$ cat src/logic/soc_pkg.sv
package soc_pkg;

    // Wishbone word address and data
    localparam int ADDR_W   = 6;
    localparam int DATA_W   = 32;
    localparam int REGION_W = 2;
    localparam int OFFS_W   = ADDR_W - REGION_W;

    // Peripheral regions, picked by the top address bits
    localparam logic [REGION_W-1:0] REGION_GPIO = 2'd0;
    localparam logic [REGION_W-1:0] REGION_SEG  = 2'd1;
    localparam logic [REGION_W-1:0] REGION_UART = 2'd2;

    // Register offsets within a region
    localparam logic [OFFS_W-1:0] REG_LED       = 4'd0;
    localparam logic [OFFS_W-1:0] REG_INPUT     = 4'd1;
    localparam logic [OFFS_W-1:0] REG_DIGITS    = 4'd0;
    localparam logic [OFFS_W-1:0] REG_UART_DATA = 4'd0;
    localparam logic [OFFS_W-1:0] REG_UART_STAT = 4'd1;

    // Board pin widths
    localparam int LED_W    = 16;
    localparam int SWITCH_W = 8;
    localparam int BTN_W    = 2;
    localparam int DIGITS   = 8;
    localparam int SEG_W    = 7;

    // Display scan
    localparam int SCAN_CLKS   = 8;
    localparam int SCAN_CNT_W  = $clog2(SCAN_CLKS);
    localparam int DIGIT_IDX_W = $clog2(DIGITS);

    // UART timing and buffering
    localparam int UART_BIT_CLKS = 16;
    localparam int UART_CNT_W    = $clog2(UART_BIT_CLKS);
    localparam int FIFO_DEPTH    = 4;

    typedef logic [7:0] uart_byte_t;

    // Receive FIFO entry, frame error above the byte
    typedef struct packed {
        logic       frame_err;
        uart_byte_t data;
    } uart_rx_entry_t;

endpackage

$ cat src/logic/wb_if.sv
`timescale 1ns/1ns

interface wb_if import soc_pkg::*; ();

    logic              cyc;
    logic              stb;
    logic              we;
    logic [OFFS_W-1:0] adr;
    logic [DATA_W-1:0] dat_w;
    logic [DATA_W-1:0] dat_r;
    logic              ack;

    // Decoder side
    modport master (
        output cyc, stb, we, adr, dat_w,
        input  dat_r, ack
    );

    // Peripheral side
    modport slave (
        input  cyc, stb, we, adr, dat_w,
        output dat_r, ack
    );

endinterface

$ cat src/logic/board_soc_top.sv
`timescale 1ns/1ns

module board_soc_top import soc_pkg::*; (
    input  logic                clk,
    input  logic                rst_i,
    // Wishbone slave port
    input  logic                wb_cyc_i,
    input  logic                wb_stb_i,
    input  logic                wb_we_i,
    input  logic [ADDR_W-1:0]   wb_adr_i,
    input  logic [DATA_W-1:0]   wb_dat_i,
    output logic [DATA_W-1:0]   wb_dat_o,
    output logic                wb_ack_o,
    // UART
    input  logic                uart_rxd_i,
    output logic                uart_txd_o,
    // LEDs, switches, step buttons
    output logic [LED_W-1:0]    led_o,
    input  logic [SWITCH_W-1:0] switch_i,
    input  logic [BTN_W-1:0]    btn_step_i,
    // Seven-segment display
    output logic [DIGITS-1:0]   num_csn_o,
    output logic [SEG_W-1:0]    num_a_g_o,
    output logic                num_dp_o
);

    wb_if gpio_bus ();
    wb_if seg_bus ();
    wb_if uart_bus ();

    wb_decoder u_decoder (
        .clk      (clk),
        .rst_i    (rst_i),
        .wb_cyc_i (wb_cyc_i),
        .wb_stb_i (wb_stb_i),
        .wb_we_i  (wb_we_i),
        .wb_adr_i (wb_adr_i),
        .wb_dat_i (wb_dat_i),
        .wb_dat_o (wb_dat_o),
        .wb_ack_o (wb_ack_o),
        .gpio_bus (gpio_bus.master),
        .seg_bus  (seg_bus.master),
        .uart_bus (uart_bus.master)
    );

    gpio_ctrl u_gpio (
        .clk        (clk),
        .rst_i      (rst_i),
        .bus        (gpio_bus.slave),
        .led_o      (led_o),
        .switch_i   (switch_i),
        .btn_step_i (btn_step_i)
    );

    seg7_scan u_seg7 (
        .clk       (clk),
        .rst_i     (rst_i),
        .bus       (seg_bus.slave),
        .num_csn_o (num_csn_o),
        .num_a_g_o (num_a_g_o),
        .num_dp_o  (num_dp_o)
    );

    uart_core u_uart (
        .clk        (clk),
        .rst_i      (rst_i),
        .bus        (uart_bus.slave),
        .uart_rxd_i (uart_rxd_i),
        .uart_txd_o (uart_txd_o)
    );

endmodule

$ cat src/logic/gpio_ctrl.sv
`timescale 1ns/1ns

module gpio_ctrl import soc_pkg::*; (
    input  logic                clk,
    input  logic                rst_i,
    wb_if.slave                 bus,
    output logic [LED_W-1:0]    led_o,
    input  logic [SWITCH_W-1:0] switch_i,
    input  logic [BTN_W-1:0]    btn_step_i
);

    logic                      req;
    logic [LED_W-1:0]          led_q;
    logic [BTN_W+SWITCH_W-1:0] in_meta;
    logic [BTN_W+SWITCH_W-1:0] in_sync;

    // New transfer, not yet acknowledged
    assign req = bus.cyc && bus.stb && !bus.ack;

    always_ff @(posedge clk) begin
        if (rst_i) begin
            bus.ack <= 1'b0;
            led_q   <= '0;
        end else begin
            bus.ack <= req;
            if (req && bus.we && bus.adr == REG_LED)
                led_q <= bus.dat_w[LED_W-1:0];
        end
    end

    // Two-stage synchronizer for switches and buttons
    always_ff @(posedge clk) begin
        in_meta <= {btn_step_i, switch_i};
        in_sync <= in_meta;
    end

    // Read data captured with the ack
    always_ff @(posedge clk) begin
        if (req) begin
            case (bus.adr)
                REG_LED:   bus.dat_r <= DATA_W'(led_q);
                REG_INPUT: bus.dat_r <= DATA_W'(in_sync);
                default:   bus.dat_r <= '0;
            endcase
        end
    end

    assign led_o = led_q;

endmodule

$ cat src/logic/seg7_scan.sv
`timescale 1ns/1ns

module seg7_scan import soc_pkg::*; (
    input  logic              clk,
    input  logic              rst_i,
    wb_if.slave               bus,
    output logic [DIGITS-1:0] num_csn_o,
    output logic [SEG_W-1:0]  num_a_g_o,
    output logic              num_dp_o
);

    logic                   req;
    logic [4*DIGITS-1:0]    digits_q;
    logic [SCAN_CNT_W-1:0]  scan_cnt;
    logic [DIGIT_IDX_W-1:0] digit_idx;

    // Hex to segments, bit 0 is segment a
    function automatic logic [SEG_W-1:0] hex_to_seg(input logic [3:0] nib);
        case (nib)
            4'h0: return 7'h3f;
            4'h1: return 7'h06;
            4'h2: return 7'h5b;
            4'h3: return 7'h4f;
            4'h4: return 7'h66;
            4'h5: return 7'h6d;
            4'h6: return 7'h7d;
            4'h7: return 7'h07;
            4'h8: return 7'h7f;
            4'h9: return 7'h6f;
            4'ha: return 7'h77;
            4'hb: return 7'h7c;
            4'hc: return 7'h39;
            4'hd: return 7'h5e;
            4'he: return 7'h79;
            default: return 7'h71;
        endcase
    endfunction

    assign req = bus.cyc && bus.stb && !bus.ack;

    always_ff @(posedge clk) begin
        if (rst_i) begin
            bus.ack   <= 1'b0;
            digits_q  <= '0;
            scan_cnt  <= '0;
            digit_idx <= '0;
        end else begin
            bus.ack <= req;
            if (req && bus.we && bus.adr == REG_DIGITS)
                digits_q <= bus.dat_w[4*DIGITS-1:0];
            // Next digit every SCAN_CLKS cycles, wraps after 7
            if (scan_cnt == SCAN_CNT_W'(SCAN_CLKS - 1)) begin
                scan_cnt  <= '0;
                digit_idx <= digit_idx + 1'b1;
            end else begin
                scan_cnt <= scan_cnt + 1'b1;
            end
        end
    end

    always_ff @(posedge clk) begin
        if (req)
            bus.dat_r <= (bus.adr == REG_DIGITS) ? DATA_W'(digits_q) : '0;
    end

    assign num_csn_o = ~(DIGITS'(1) << digit_idx);
    assign num_a_g_o = hex_to_seg(digits_q[digit_idx*4 +: 4]);
    assign num_dp_o  = 1'b0;

    // The low select bit moves one digit up at the end of each scan interval
    a_scan_step: assert property (
        @(posedge clk) disable iff (rst_i)
        scan_cnt == SCAN_CNT_W'(SCAN_CLKS - 1)
            |=> num_csn_o == {$past(num_csn_o[DIGITS-2:0]), $past(num_csn_o[DIGITS-1])}
    );

endmodule

$ cat src/logic/sync_fifo.sv
`timescale 1ns/1ns

module sync_fifo import soc_pkg::*; #(
    parameter type payload_t = uart_byte_t,
    parameter int  DEPTH     = FIFO_DEPTH
) (
    input  logic     clk,
    input  logic     rst_i,
    input  logic     push_i,
    input  payload_t push_data_i,
    input  logic     pop_i,
    output payload_t pop_data_o,
    output logic     full_o,
    output logic     empty_o
);

    payload_t                   mem [DEPTH];
    logic [$clog2(DEPTH)-1:0]   wr_ptr;
    logic [$clog2(DEPTH)-1:0]   rd_ptr;
    logic [$clog2(DEPTH+1)-1:0] count;

    always_ff @(posedge clk) begin
        if (rst_i) begin
            wr_ptr <= '0;
            rd_ptr <= '0;
            count  <= '0;
        end else begin
            if (push_i)
                wr_ptr <= (int'(wr_ptr) == DEPTH - 1) ? '0 : wr_ptr + 1'b1;
            if (pop_i)
                rd_ptr <= (int'(rd_ptr) == DEPTH - 1) ? '0 : rd_ptr + 1'b1;
            if (push_i && !pop_i)
                count <= count + 1'b1;
            else if (pop_i && !push_i)
                count <= count - 1'b1;
        end
    end

    always_ff @(posedge clk) begin
        if (push_i)
            mem[wr_ptr] <= push_data_i;
    end

    // Head entry is visible before the pop
    assign pop_data_o = mem[rd_ptr];
    assign full_o     = count == DEPTH;
    assign empty_o    = count == 0;

    a_no_overflow:  assert property (@(posedge clk) disable iff (rst_i) push_i |-> !full_o);
    a_no_underflow: assert property (@(posedge clk) disable iff (rst_i) pop_i |-> !empty_o);

endmodule

$ cat src/logic/uart_core.sv
`timescale 1ns/1ns

module uart_core import soc_pkg::*; (
    input  logic clk,
    input  logic rst_i,
    wb_if.slave  bus,
    input  logic uart_rxd_i,
    output logic uart_txd_o
);

    logic                  req;
    logic                  wr_data;
    logic                  rd_data;
    logic                  rd_stat;
    logic                  tx_full;
    logic                  tx_empty;
    logic                  tx_pop;
    uart_byte_t            tx_head;
    logic                  tx_busy;
    logic [9:0]            tx_shift;
    logic [UART_CNT_W-1:0] tx_clk_cnt;
    logic [3:0]            tx_bit_cnt;
    logic                  rxd_meta;
    logic                  rxd_sync;
    logic                  rxd_prev;
    logic                  rx_busy;
    logic [UART_CNT_W-1:0] rx_clk_cnt;
    logic [3:0]            rx_bit_cnt;
    uart_byte_t            rx_data;
    logic                  rx_sample;
    logic                  rx_done;
    logic                  rx_full;
    logic                  rx_empty;
    uart_rx_entry_t        rx_entry;
    uart_rx_entry_t        rx_head;
    logic                  overrun;

    assign req     = bus.cyc && bus.stb && !bus.ack;
    assign wr_data = req && bus.we && bus.adr == REG_UART_DATA;
    assign rd_data = req && !bus.we && bus.adr == REG_UART_DATA;
    assign rd_stat = req && !bus.we && bus.adr == REG_UART_STAT;

    // Writes while full are dropped here
    sync_fifo #(.payload_t(uart_byte_t)) u_tx_fifo (
        .clk         (clk),
        .rst_i       (rst_i),
        .push_i      (wr_data && !tx_full),
        .push_data_i (bus.dat_w[7:0]),
        .pop_i       (tx_pop),
        .pop_data_o  (tx_head),
        .full_o      (tx_full),
        .empty_o     (tx_empty)
    );

    sync_fifo #(.payload_t(uart_rx_entry_t)) u_rx_fifo (
        .clk         (clk),
        .rst_i       (rst_i),
        .push_i      (rx_done && !rx_full),
        .push_data_i (rx_entry),
        .pop_i       (rd_data && !rx_empty),
        .pop_data_o  (rx_head),
        .full_o      (rx_full),
        .empty_o     (rx_empty)
    );

    // Transmit shifter, stop/data/start loaded in one go
    assign tx_pop     = !tx_busy && !tx_empty;
    assign uart_txd_o = tx_shift[0];

    always_ff @(posedge clk) begin
        if (rst_i) begin
            tx_busy    <= 1'b0;
            tx_shift   <= '1;
            tx_clk_cnt <= '0;
            tx_bit_cnt <= '0;
        end else if (tx_pop) begin
            tx_busy    <= 1'b1;
            tx_shift   <= {1'b1, tx_head, 1'b0};
            tx_clk_cnt <= '0;
            tx_bit_cnt <= '0;
        end else if (tx_busy) begin
            if (tx_clk_cnt == UART_CNT_W'(UART_BIT_CLKS - 1)) begin
                tx_clk_cnt <= '0;
                tx_shift   <= {1'b1, tx_shift[9:1]};
                tx_bit_cnt <= tx_bit_cnt + 1'b1;
                if (tx_bit_cnt == 4'd9)
                    tx_busy <= 1'b0;
            end else begin
                tx_clk_cnt <= tx_clk_cnt + 1'b1;
            end
        end
    end

    // Line synchronizer plus one stage for edge detect
    always_ff @(posedge clk) begin
        if (rst_i) begin
            rxd_meta <= 1'b1;
            rxd_sync <= 1'b1;
            rxd_prev <= 1'b1;
        end else begin
            rxd_meta <= uart_rxd_i;
            rxd_sync <= rxd_meta;
            rxd_prev <= rxd_sync;
        end
    end

    // Sample point is the middle of each bit
    assign rx_sample = rx_busy && rx_clk_cnt == UART_CNT_W'(UART_BIT_CLKS / 2 - 1);
    assign rx_done   = rx_sample && rx_bit_cnt == 4'd9;
    assign rx_entry  = '{frame_err: !rxd_sync, data: rx_data};

    always_ff @(posedge clk) begin
        if (rst_i) begin
            rx_busy    <= 1'b0;
            rx_clk_cnt <= '0;
            rx_bit_cnt <= '0;
        end else if (!rx_busy) begin
            if (rxd_prev && !rxd_sync) begin
                rx_busy    <= 1'b1;
                rx_clk_cnt <= '0;
                rx_bit_cnt <= '0;
            end
        end else begin
            if (rx_clk_cnt == UART_CNT_W'(UART_BIT_CLKS - 1))
                rx_clk_cnt <= '0;
            else
                rx_clk_cnt <= rx_clk_cnt + 1'b1;
            if (rx_sample) begin
                rx_bit_cnt <= rx_bit_cnt + 1'b1;
                // Glitch on the start bit, or the stop bit reached
                if ((rx_bit_cnt == 4'd0 && rxd_sync) || rx_done)
                    rx_busy <= 1'b0;
            end
        end
    end

    // Data bits arrive LSB first
    always_ff @(posedge clk) begin
        if (rx_sample && rx_bit_cnt != 4'd0 && rx_bit_cnt != 4'd9)
            rx_data <= {rxd_sync, rx_data[7:1]};
    end

    always_ff @(posedge clk) begin
        if (rst_i) begin
            bus.ack <= 1'b0;
            overrun <= 1'b0;
        end else begin
            bus.ack <= req;
            // A new overrun wins over the clearing read
            if (rx_done && rx_full)
                overrun <= 1'b1;
            else if (rd_stat)
                overrun <= 1'b0;
        end
    end

    always_ff @(posedge clk) begin
        if (rd_data)
            bus.dat_r <= rx_empty ? '0 : DATA_W'({1'b1, rx_head});
        else if (rd_stat)
            bus.dat_r <= DATA_W'({overrun, tx_empty && !tx_busy, tx_full, !rx_empty});
        else if (req)
            bus.dat_r <= '0;
    end

endmodule

$ cat src/logic/wb_decoder.sv
`timescale 1ns/1ns

module wb_decoder import soc_pkg::*; (
    input  logic              clk,
    input  logic              rst_i,
    input  logic              wb_cyc_i,
    input  logic              wb_stb_i,
    input  logic              wb_we_i,
    input  logic [ADDR_W-1:0] wb_adr_i,
    input  logic [DATA_W-1:0] wb_dat_i,
    output logic [DATA_W-1:0] wb_dat_o,
    output logic              wb_ack_o,
    wb_if.master              gpio_bus,
    wb_if.master              seg_bus,
    wb_if.master              uart_bus
);

    logic [REGION_W-1:0] region;
    logic                sel_gpio;
    logic                sel_seg;
    logic                sel_uart;
    logic                unmapped_ack;

    assign region   = wb_adr_i[ADDR_W-1 -: REGION_W];
    assign sel_gpio = region == REGION_GPIO;
    assign sel_seg  = region == REGION_SEG;
    assign sel_uart = region == REGION_UART;

    // Everything but stb is shared by all buses
    assign gpio_bus.cyc   = wb_cyc_i;
    assign gpio_bus.stb   = wb_stb_i && sel_gpio;
    assign gpio_bus.we    = wb_we_i;
    assign gpio_bus.adr   = wb_adr_i[OFFS_W-1:0];
    assign gpio_bus.dat_w = wb_dat_i;

    assign seg_bus.cyc   = wb_cyc_i;
    assign seg_bus.stb   = wb_stb_i && sel_seg;
    assign seg_bus.we    = wb_we_i;
    assign seg_bus.adr   = wb_adr_i[OFFS_W-1:0];
    assign seg_bus.dat_w = wb_dat_i;

    assign uart_bus.cyc   = wb_cyc_i;
    assign uart_bus.stb   = wb_stb_i && sel_uart;
    assign uart_bus.we    = wb_we_i;
    assign uart_bus.adr   = wb_adr_i[OFFS_W-1:0];
    assign uart_bus.dat_w = wb_dat_i;

    // Unmapped region answers by itself, same timing as a peripheral
    always_ff @(posedge clk) begin
        if (rst_i)
            unmapped_ack <= 1'b0;
        else
            unmapped_ack <= wb_cyc_i && wb_stb_i && !(sel_gpio || sel_seg || sel_uart)
                            && !unmapped_ack;
    end

    always_comb begin
        wb_dat_o = '0;
        wb_ack_o = unmapped_ack;
        if (sel_gpio) begin
            wb_dat_o = gpio_bus.dat_r;
            wb_ack_o = gpio_bus.ack;
        end else if (sel_seg) begin
            wb_dat_o = seg_bus.dat_r;
            wb_ack_o = seg_bus.ack;
        end else if (sel_uart) begin
            wb_dat_o = uart_bus.dat_r;
            wb_ack_o = uart_bus.ack;
        end
    end

    // Acks from every peripheral only ever answer a live strobe
    a_ack_needs_stb: assert property (
        @(posedge clk) disable iff (rst_i) wb_ack_o |-> wb_cyc_i && wb_stb_i
    );

endmodule

$ cat config.mk
export PLATFORM = sky130hd
export DESIGN_NAME = board_soc_top
export DESIGN_NICKNAME = d
export VERILOG_FILES = /design/src/logic/soc_pkg.sv /design/src/logic/wb_if.sv /design/src/logic/board_soc_top.sv /design/src/logic/gpio_ctrl.sv /design/src/logic/seg7_scan.sv /design/src/logic/sync_fifo.sv /design/src/logic/uart_core.sv /design/src/logic/wb_decoder.sv
export SDC_FILE = /design/constraint.sdc
export NUM_CORES = 1
export LEC_CHECK = 0
export BUFFER_PORTS_ARGS = -buffer_cell sky130_fd_sc_hd__buf_2
export CELL_PAD_IN_SITES_DETAIL_PLACEMENT = 1
export CELL_PAD_IN_SITES_GLOBAL_PLACEMENT = 1
export CORE_MARGIN = 4
export CORE_UTILIZATION = 30
export DETAILED_ROUTE_END_ITERATION = 8
export PLACE_DENSITY_LB_ADDON = 0.1
export SLEW_MARGIN = 5
export SYNTH_ARGS = -nofsm -noshare
export SYNTH_HDL_FRONTEND = slang
export SYNTH_SLANG_ARGS = --single-unit
$ cat constraint.sdc
create_clock -name clk -period 5.4 [get_ports clk]
set_clock_uncertainty 0.15 [all_clocks]
set_input_delay 0.27 -clock clk [delete_from_list [all_inputs] [get_ports clk]]
set_output_delay 0.27 -clock clk [all_outputs]
set_load 0.05 [all_outputs]
# ---- Yosys cells after proc, flatten, opt, wreduce, memory -nomap -nowiden
# Memories as Yosys holds them, arrays and structs flattened. A register that Yosys moved wholly into a read port is not among the register bits.
# Index checks and enable logic that the tools add are counted.
dict set report totals {
  ff_bits 227
  latchBits 0
  ram_bits 68
  romBits 112
  in_bits 54
  output_inout_bits 66
  wordCells 188
  n_memories 3
}
# memory words word_bits read_ports rd_ports_with_merged_regs write_ports line
set memory_table {}
lappend memory_table {{(no name shown)} 16 7 1 0 0 seg7_scan.sv:19} ;# case (nib)
lappend memory_table {u_uart.u_rx_fifo.mem 4 9 1 1 1 sync_fifo.sv:17} ;# payload_t mem [DEPTH];
lappend memory_table {u_uart.u_tx_fifo.mem 4 8 1 1 1 sync_fifo.sv:17}
dict set report classes {
  n_addsub 14
  n_mul 0
  div 0
  order_cmp 0
  n_eq_ne 17
  shifts 2
  muxes 46
  bitwise_logic 1
  reduce_logical 74
}
# operator n
set ops {}
lappend ops {{2-to-1 mux 32 bit} 6}
lappend ops {{logical AND 1 bit} 37}
lappend ops {{one-hot mux 16 bit (2 select lines)} 1}
lappend ops {{indexed part select 32 x 6 -> 4 bit} 1}
lappend ops {{2-to-1 mux 9 bit} 3}
lappend ops {{2-to-1 mux 4 bit} 6}
lappend ops {{2-to-1 mux 1 bit} 17}
lappend ops {{adder 4 x 1 -> 4 bit, second input constant} 4}
lappend ops {{== test 4 bit, second input constant} 4}
lappend ops {{logical NOT 1 bit} 16}
lappend ops {{2-to-1 mux 2 bit} 8}
lappend ops {{adder 3 x 1 -> 3 bit, second input constant} 4}
lappend ops {{2-to-1 mux 3 bit} 4}
lappend ops {{nonzero test 2 bit} 6}
lappend ops {{== test 2 x 1 -> 1 bit, second input constant} 5}
lappend ops {{2-to-1 mux 10 bit} 1}
lappend ops {{== test 3 bit, second input constant} 3}
lappend ops {{adder 2 x 1 -> 2 bit, second input constant} 4}
lappend ops {{logical NOT 4 bit} 2}
lappend ops {{inverter 8 bit} 1}
lappend ops {{<< shifter 1 x 3 -> 8 bit, first input constant} 1}
lappend ops {{logical NOT 3 bit} 2}
lappend ops {{AND reduction 2 bit} 3}
lappend ops {{subtractor 3 x 1 -> 3 bit, second input constant} 2}
lappend ops {{other kinds (10)} 13}

# ---- Depth between registers and ports, before layout
# Gate-level depths: netlist of run 1.
dict set report depth {
  depth_word 11
  mapped_depth 10
  ltp_nobuf 10
}

# ---- By module
# A second synthesis of run 1 with hierarchy kept.
dict set report unflattened {
  hier_cells 1049
  hier_area_um2 12451.9
}
# mod instances cells_each area_each_um2 seq_area_each_um2
set by_module_without_submodules {}
lappend by_module_without_submodules {seg7_scan 1 297 3196.8 1741.7}
lappend by_module_without_submodules {uart_core 1 231 2301.0 1181.1}
lappend by_module_without_submodules {gpio_ctrl 1 145 1935.6 1221.2}
lappend by_module_without_submodules {{sync_fifo (u_uart.u_rx_fifo)} 1 91 1740.4 1261.2}
lappend by_module_without_submodules {wb_decoder 1 199 1680.4 20.0}
lappend by_module_without_submodules {{sync_fifo (u_uart.u_tx_fifo)} 1 86 1597.8 1141.1}

# ---- Worst setup path before layout of run 1
# OpenSTA, ideal clock, no wires.
dict set report synth_timing {
  kind {register to output}
  startpoint {register u_seg7.digit_idx[0]}
  endpoint {output port num_a_g_o[5]}
  arrival_time_ns 2.726
  required_ns 4.980
  setup_slack_ns 2.254
  stages_incl_launch_ff 9
  n_path_buf 1
  path_cell_list {dfxtp_1 buf_6 mux4_2 nand2_1 and2_1 inv_1 ha_1 mux2_1 a2bb2oi_1}
}
dict set report synth_between {
  elab_chain_len 2
}
# element line
set synth_lines {}
lappend synth_lines {{start: declaration} seg7_scan.sv:15} ;# logic [DIGIT_IDX_W-1:0] digit_idx;
lappend synth_lines {{start signal: assignment} seg7_scan.sv:54} ;# digit_idx <= digit_idx + 1'b1;
lappend synth_lines {{indexed part select 32 x 6 -> 4 bit} seg7_scan.sv:67} ;# assign num_a_g_o = hex_to_seg(digits_q[digit_idx*4 +: 4]);
lappend synth_lines {{memory (16 x 7 bit)} -}
lappend synth_lines {{end: declaration} board_soc_top.sv:23} ;# output logic [SEG_W-1:0] num_a_g_o,
# No other way between the ends.

# ---- Worst setup path in the final report of run 1
dict set report layout_timing {
  startpoint {register u_seg7.digit_idx[0]}
  endpoint {output port num_a_g_o[3]}
}
# Same word-level chain as after synthesis.

==> flow_metrics.tcl, run 1 <==
set metrics [dict create \
    pwr_density_cell_nw_per_um2 368 \
    stdcell_area_um2 13300 \
    ir_drop_v 0.000296 \
    placementRows 69 \
    cts_buffers 31 \
    slew_headroom_pct 26.2 \
    r2r_start "u_uart.rx_clk_cnt[0]" \
    cp-endpoint "num_a_g_o[3]" \
    drt_pass1_iterations 4 \
    yosys_warnings 0 \
    clk_latency_ns 0.58 \
    hold_slack_ns 0.0403 \
    ys.flop_type "edfxtp_1" \
    gp_congestion 0.711 \
    diodes 0 \
    postSynthCellCount 870 \
    cts_tree "yes" \
    synth-edff-count 134 \
    max_freq_ghz 0.258 \
    final_cell_mix "134 x edfxtp_1, 127 x dfxtp_1, 117 x buf_2" \
    fillers 3817 \
    overflow 0 \
    route.detailed.drc 0 \
    drt-vias-per-instance 4.69 \
    fin_crit_ns 3.87 \
    routed_wl_mm 28.3 \
    synth_seq_area_share_pct 61.2 \
    area.growth.synth_to_final_pct 24.0 \
    num_vias 7068 \
    crit_fanout 12 \
    core_area_um2 35400 \
    cts_setup_buffers 0 \
    die_area_um2 38900 \
    reg2reg_slack_ns 2.29 \
    netlist_area_um2 10700 \
    maxSlewViolCount 0 \
    fin_tns_setup_ns 0 \
    io_buffers 118 \
    antenna_found_initial 1 \
    ys_ff_latch 261 \
    setup_viol 0 \
    wl_per_cell_um 18.8 \
    p_leak_nw 5.16 \
    finalCritPeriodShare_pct 71.7 \
    crit_path_start "u_seg7.digit_idx[0]" \
    avgSynthCellArea_um2 12.3 \
    final_common_cell "edfxtp_1" \
    cts_hold_buf 43 \
    h-tree-depth 1 \
    start_util_pct 30.3 \
    hold_class "input port to flop" \
    grtUsageTotal_pct 14.3 \
    ios 120 \
    post_cts_resized 0 \
    fp.dieH_um 197 \
    drt_first_iter_violations 302 \
    hold_viol_final 0 \
    cts_root_buf "clkbuf_16" \
    cts.clk_slew.worst_paths_ns 0.06 \
    hold_start "rst_i" \
    cp.arrival_ns 3.45 \
    async_reset_ff_share_pct 0 \
    maxCapViolCount 0 \
    die_w_um 197 \
    layout.nets 1111 \
    synth_cell_type_count 56 \
    synth_fp_nets 960 \
    hpwl_mm 19.4 \
    clockBufferDepth 3 \
    reg2reg_depth 9 \
    antenna_left 0 \
    first_global_vias 7420 \
    placed_area_um2 11800 \
    worstMarginPinSlew_ns 1.10 \
    drive_above_1_share_pct 20.7 \
    cts_sinks 261 \
    grt_max_degree 56 \
    rsz0062_at_grt "no" \
    status "complete, no violations" \
    grt_first_pass_wirelength_mm 43.4 \
    crit_type "flop to output port" \
    critPathRequiredTime_ns 4.98 \
    cp-start-kind "flop" \
    cp-end-kind "output port" \
    r2r-end "u_uart.u_rx_fifo.count[2]" \
]
## routing by layer
layer  global-route usage [%]  part of all wire (%)
met1                     19.9                    47
met2                     23.5                    47
met3                     2.64                   4.2
met4                     3.26                   2.2
met5                        0                 0.067
## per-stage QoR
| step | util [%] | total power, mW | setup WS [ns] | instances |
|---|---|---|---|---|
| after global routing | 37.6 | 5.12 | 1.22 | 1507 |
| after CTS | 37.6 | 5.00 | 1.42 | 1507 |
| after detailed placement | 33.2 | 2.68 | 1.93 | 1406 |
| after global placement | 33.2 | 2.67 | 2.07 | 1406 |
| final | 37.6 | 4.91 | 1.53 | 1507 |
| after floorplan | - | 2.53 | 2.25 | 870 |
## worst min-delay path by stage
stage,end,slack [ns],cells after the start
finish,u_gpio.led_o[2],0.04,2
floorplan,u_gpio.in_meta[0],0.15,0
global route,u_gpio.led_o[15],0.03,2
CTS,u_gpio.led_o[14],0.02,2
detailed placement,u_gpio.in_sync[7],0.16,0
global placement,u_gpio.in_sync[9],0.16,0
## worst max-delay path, stage by stage (launching register included)
cell,delay (ns)
dfxtp_1,0.82
mux4_2,0.60
nand2_1,0.08
and2_1,0.26
inv_1,0.12
ha_1,0.27
mux2_1,0.31
mux2i_1,0.13
buf_2,0.29
## cell usage after synthesis (2+ instances only)
master / count / area (um^2)
nor2_1: 56 / 210
mux2_1: 2 / 22.5
and3_1: 11 / 68.8
mux2_2: 3 / 33.8
xnor2_1: 3 / 26.3
nand4b_1: 3 / 26.3
and2_1: 62 / 388
clkbuf_1: 36 / 135
or2_2: 3 / 18.8
a22o_1: 10 / 87.6
buf_2: 8 / 40.0
edfxtp_1: 134 / 4020
o21ai_0: 21 / 105
mux2i_1: 42 / 420
nand2b_1: 7 / 43.8
nor2b_1: 2 / 12.5
a21o_1: 8 / 60.1
nand2_1: 103 / 387
buf_1: 5 / 18.8
mux4_2: 26 / 586
xor2_1: 10 / 87.6
a21oi_1: 51 / 255
nand3b_1: 4 / 30.0
fa_1: 2 / 40.0
a22oi_1: 2 / 15.0
nand3_1: 9 / 45.0
a211oi_1: 2 / 15.0
or3_1: 5 / 31.3
and4b_1: 2 / 20.0
a221o_1: 7 / 70.1
nand4_1: 3 / 18.8
nor3_1: 14 / 70.1
inv_1: 22 / 82.6
a2bb2oi_1: 3 / 26.3
and4_1: 2 / 17.5
nor3b_1: 7 / 52.6
or4_1: 2 / 15.0
ha_1: 34 / 425
dfxtp_1: 127 / 2540
## final cells by class
type | instances | area (um^2) | area share, %
flip-flops and latches | 261 | 6570 | 49.3
inverters | 23 | 86.3 | 0.649
repair buffers | 169 | 1080 | 8.14
well taps | 461 | 577 | 4.33
clock buffers | 34 | 787 | 5.91
multi-input cells | 535 | 3880 | 29.1
clock inverters | 24 | 334 | 2.51
## registers in the layout, summed over array words and instances, names as in the netlist, 8 cells and up, named ones only
name,flops
u_uart.tx_shift,9
u_uart.u_tx_fifo.mem,32
u_seg7.digits_q,32
u_seg7.bus.dat_r,32
u_uart.rx_data,8
u_uart.bus.dat_r,10
u_gpio.in_sync,10
u_gpio.led_o,16
u_uart.u_rx_fifo.mem,36
u_gpio.bus.dat_r,16
u_gpio.in_meta,10
## power breakdown
part / switching (mW) / internal (mW)
Clock: 0.863 / 1.40
Combinational: 0.245 / 0.186
Sequential: 0.0685 / 2.15
## cells by family (layout without fill, tap and decap cells)
| logic type | count (synthesis) | after routing | synth area share [%] |
|---|---|---|---|
| AOI/OAI and AO/OA | 110 | 110 | 6.38 |
| muxes | 73 | 73 | 9.90 |
| xor gates and xnor gates | 13 | 13 | 1.06 |
| adders and majority gates | 36 | 36 | 4.34 |
| buffers and inverters | 74 | 250 | 2.79 |
| other | 1 | 1 | 0.0349 |
| DFF | 261 | 261 | 61.2 |
| and+or+nand+nor | 302 | 302 | 14.3 |
No activity file was read; power rests on OpenSTA's default activity.
==> run 2, diff against run 1 <==
Clock period 5.4 ns to 3.74 ns, I/O delays scaled along.
==> flow_metrics.tcl, run 2 (synthesis gave the netlist of run 1 again) <==
set metrics [dict create \
    status "complete, no violations" \
    antenna_left 0 \
    maxCapViolCount 0 \
    ios 120 \
    use_met3_pct 2.08 \
    largest_register_ffs 36 \
    crit_type "flop to output port" \
    final_common_cell "edfxtp_1" \
    clk_latency_ns 0.55 \
    fin_tns_setup_ns 0 \
    cts_tree "yes" \
    grtUsageMet1_pct 21.6 \
    cp-end-kind "output port" \
    grt_first_pass_wirelength_mm 44.9 \
    cts_buffers 30 \
    drt_first_iter_violations 370 \
    largest_register "u_uart.u_rx_fifo.mem" \
    gp_congestion 0.722 \
    io_buffers 118 \
    grt_max_degree 75 \
    rsz0062_at_grt "no" \
    totalPowerFinal_mw 6.80 \
    die_area_um2 38900 \
    finalCritPeriodShare_pct 93.1 \
    switching_share_pct 23.8 \
    pwr_density_cell_nw_per_um2 512 \
    worstMarginPinSlew_ns 0.928 \
    place_ws_ns 0.775 \
    h-tree-depth 1 \
    slew_headroom_pct 38.1 \
    max_freq_ghz 0.287 \
    cts_sinks 261 \
    global_route.usage.met2_pct 23.9 \
    drt_pass1_iterations 4 \
    cts.clk_slew.worst_paths_ns 0.06 \
    wl_per_cell_um 19.2 \
    hold_viol_final 0 \
    layout.nets 1122 \
    placed_cells_incl_taps 1415 \
    fin_cells 1518 \
    hpwl_mm 20.1 \
    stdcell_area_um2 13300 \
    busiest_layer "met2" \
    grtUsageTotal_pct 14.8 \
    cts_root_buf "clkbuf_16" \
    clockBufferDepth 3 \
    core_area_um2 35400 \
    hold_slack_ns 0.0238 \
    crit_fanout 8 \
    start_util_pct 30.3 \
    cp-start-kind "flop" \
    internal_power_mw 5.18 \
    final_cell_mix "134 x edfxtp_1, 127 x dfxtp_1, 117 x buf_2" \
    fillers 3845 \
    fin_crit_ns 3.48 \
    setup_ws_ns 0.256 \
    hold_class "input port to flop" \
    num_vias 7047 \
    fp.dieH_um 197 \
    critPathRequiredTime_ns 3.40 \
    maxSlewViolCount 0 \
    area.growth.synth_to_final_pct 23.8 \
    first_global_vias 7433 \
    cp.arrival_ns 3.15 \
    ir_drop_v 0.000347 \
    placed_area_um2 11800 \
    drt-vias-per-instance 4.64 \
    overflow 0 \
    setup_viol 0 \
    p_leak_nw 5.17 \
    drive_above_1_share_pct 20.5 \
    p_clk_share_pct 43.8 \
    p_comb_share_pct 9.2 \
    route.detailed.drc 0 \
    final_core_util_pct 37.5 \
    die_w_um 197 \
    placementRows 69 \
    reg2reg_slack_ns 0.94 \
    antenna_found_initial 4 \
    p_seq_share_pct 47.0 \
    p_sw_mw 1.62 \
    routed_wl_mm 29.1 \
]
[run 2: changes by cell type in the layout (fill, tap and decap cells not counted), moves of 2 or more]
cell           change
clkinvlp_4         -3
inv_6              -2
dlygate4sd3_1      +3
clkinv_4           -4
clkbuf_1           +6
buf_4              +9
clkbuf_8           +3
bufinv_16          -3
[run 2: cell type report]
class                      count  area [um^2]  share of cell area [%]
tap                          461          577                    4.34
clock buffer                  42          826                    6.21
clock inverter                14          174                    1.31
antenna                        1         2.50                  0.0188
sequential                   261         6570                    49.4
inverter                      23         86.3                   0.650
timing repair buffer         181         1180                    8.89
multi-input combinational    535         3880                    29.2
[run 2: per-layer routing]
metal  vias up  wire, um  share of wire (%)
li1       3412         -                  -
met1      3493     14000                 48
met2       105     13500                 46
met3        35      1060                3.6
met4         2       502                1.7
met5         -        13              0.045
[run 2: what timing repair did]
action | 4_1_cts | 5_1_grt
endpoints found under the hold margin | 94 | 0
hold buffers | 46 | 0
gates resized for setup | 0 | 0
setup endpoints to repair | 0 | 0
buffers inserted | 0 | 0
[run 2: critical path, stage by stage (launching register included)]
cell and delay, ns:
dfxtp_1 0.55, mux4_2 0.55, nand2_1 0.08, and2_1 0.27, inv_1 0.12, ha_1 0.27, mux2_1 0.31, mux2i_1 0.15
buf_2 0.29
[run 2: final timing paths]
kind	from	end	depth (start not counted)
worst max-delay path	u_seg7.digit_idx[0]	num_a_g_o[3]	8
worst min-delay path	wb_adr_i[4]	u_decoder.unmapped_ack	3
worst max register to register	u_uart.rx_clk_cnt[0]	u_uart.u_rx_fifo.count[2]	10
worst min register to register	u_gpio.in_meta[7]	u_gpio.in_sync[7]	0
[run 2: power groups by stage]
stage | clock [mW] | combinational [mW] | sequential [mW]
2_1_floorplan | 0 | 0.429 | 3.22
6_report | 2.98 | 0.628 | 3.20
4_1_cts | 3.08 | 0.644 | 3.20
3_5_place_dp | 0 | 0.605 | 3.26
3_3_place_gp | 0 | 0.599 | 3.26
5_1_grt | 3.19 | 0.701 | 3.21
==> run 3, diff against run 2 <==
Settings changed: PLACE_DENSITY set to 0.59, PLACE_DENSITY_LB_ADDON 0.1 to not set.
==> flow_metrics.tcl, run 3 (synthesis gave the netlist of run 1 again) <==
set metrics [dict create \
    status "complete, no violations" \
    hpwl_mm 19.8 \
    io_buffers 118 \
    die_w_um 197 \
    layout.nets 1123 \
    worstMarginPinSlew_ns 0.963 \
    finalCritPeriodShare_pct 89.7 \
    p_leak_nw 5.17 \
    placementRows 69 \
    grt_first_pass_wirelength_mm 44.6 \
    clk_latency_ns 0.55 \
    fillers 3832 \
    hold_viol_final 0 \
    max_freq_ghz 0.298 \
    route.detailed.drc 0 \
    cp-start-kind "flop" \
    place_ws_ns 1.00 \
    antenna_found_initial 0 \
    cts_hold_buf 47 \
    largest_register "u_uart.u_rx_fifo.mem" \
    setup_ws_ns 0.385 \
    drt_first_iter_violations 308 \
    critPathRequiredTime_ns 3.40 \
    cts.clk_slew.worst_paths_ns 0.06 \
    clockBufferDepth 3 \
    start_util_pct 30.3 \
    hold_depth 4 \
    drt-vias-per-instance 4.71 \
    core_area_um2 35400 \
    cts_buffers 30 \
    num_vias 7144 \
    r2r-end "u_uart.u_rx_fifo.count[2]" \
    die_area_um2 38900 \
    maxSlewViolCount 0 \
    grtUsageTotal_pct 14.6 \
    placed_area_um2 11800 \
    largest_register_ffs 36 \
    fin_tns_setup_ns 0 \
    area.growth.synth_to_final_pct 23.7 \
    ios 120 \
    overflow 0 \
    final_core_util_pct 37.5 \
    post_cts_resized 0 \
    reg2reg_depth 9 \
    hold_start "wb_we_i" \
    fin_crit_ns 3.35 \
    pwr_density_cell_nw_per_um2 508 \
    diodes 0 \
    slew_headroom_pct 35.8 \
    cts_tree "yes" \
    totalPowerFinal_mw 6.74 \
    cp-end-kind "output port" \
    hold_class "input port to flop" \
    worst_hold_path.endpoint "u_uart.u_tx_fifo.wr_ptr[1]" \
    final_cell_mix "134 x edfxtp_1, 127 x dfxtp_1, 117 x buf_2" \
    cp.arrival_ns 3.02 \
    drive_above_1_share_pct 20.8 \
    r2r_start "u_uart.rx_clk_cnt[0]" \
    crit_type "flop to output port" \
    wl_per_cell_um 19.0 \
    grt_max_degree 78 \
    cts_sinks 261 \
    gp_congestion 0.735 \
    maxCapViolCount 0 \
    routed_wl_mm 28.8 \
    h-tree-depth 1 \
    final_common_cell "edfxtp_1" \
    antenna_left 0 \
    stdcell_area_um2 13300 \
    setup_viol 0 \
    rsz0062_at_grt "no" \
    cts_setup_buffers 0 \
    ir_drop_v 0.000417 \
    drt_pass1_iterations 4 \
    cts_root_buf "clkbuf_16" \
    reg2reg_slack_ns 1.06 \
    fp.dieH_um 197 \
    crit_fanout 12 \
    first_global_vias 7573 \
]
run 3: cell type report:
type                    instances  area, um^2  area share [%]
clock buffers                  40         818            6.16
clock inverters                15         166            1.25
inverters                      23        86.3           0.650
multi-input cells             535        3870            29.2
flip-flops and latches        261        6570            49.4
well taps                     461         577            4.34
repair buffers                182        1190            8.97
run 3: worst max-delay path: stages, from the launching register on:
cell       delay [ns]
dfxtp_1          0.40
buf_4            0.24
mux4_2           0.53
mux2i_1          0.19
buf_4            0.24
mux2_2           0.35
a2bb2oi_1        0.21
buf_2            0.30
run 3: worst max path at each step:
stage | from | to | slack (ns) | cells after the start
3_5_place_dp | u_seg7.digit_idx[0] | num_a_g_o[6] | 1.00 | 7
5_1_grt | u_seg7.digit_idx[0] | num_a_g_o[6] | 0.20 | 7
4_1_cts | u_seg7.digit_idx[0] | num_a_g_o[6] | 0.34 | 7
2_1_floorplan | u_seg7.digit_idx[0] | num_a_g_o[5] | 0.68 | 8
3_3_place_gp | u_seg7.digit_idx[0] | num_a_g_o[1] | 1.07 | 10
6_report | u_seg7.digit_idx[0] | num_a_g_o[6] | 0.39 | 7
run 3: where the power goes:
group | internal (mW) | switching [mW] | total (mW)
Combinational | 0.272 | 0.356 | 0.629
Sequential | 3.10 | 0.102 | 3.20
Clock | 1.74 | 1.17 | 2.91
run 3: layer usage:
layer,vias up,wire [um],track usage (%)
met5,-,0,0
met4,0,608,3.44
met3,37,1000,2.54
met2,120,13500,24.0
met1,3586,13700,20.3
li1,3401,-,-
run 3: per-stage QoR:
step	instances	hold slack (ns)
after CTS	1517	0.0119
after global placement	1415	0.141
final	1517	0.0407
after global routing	1517	0.0403
after floorplan	870	0.0647
after detailed placement	1415	0.141
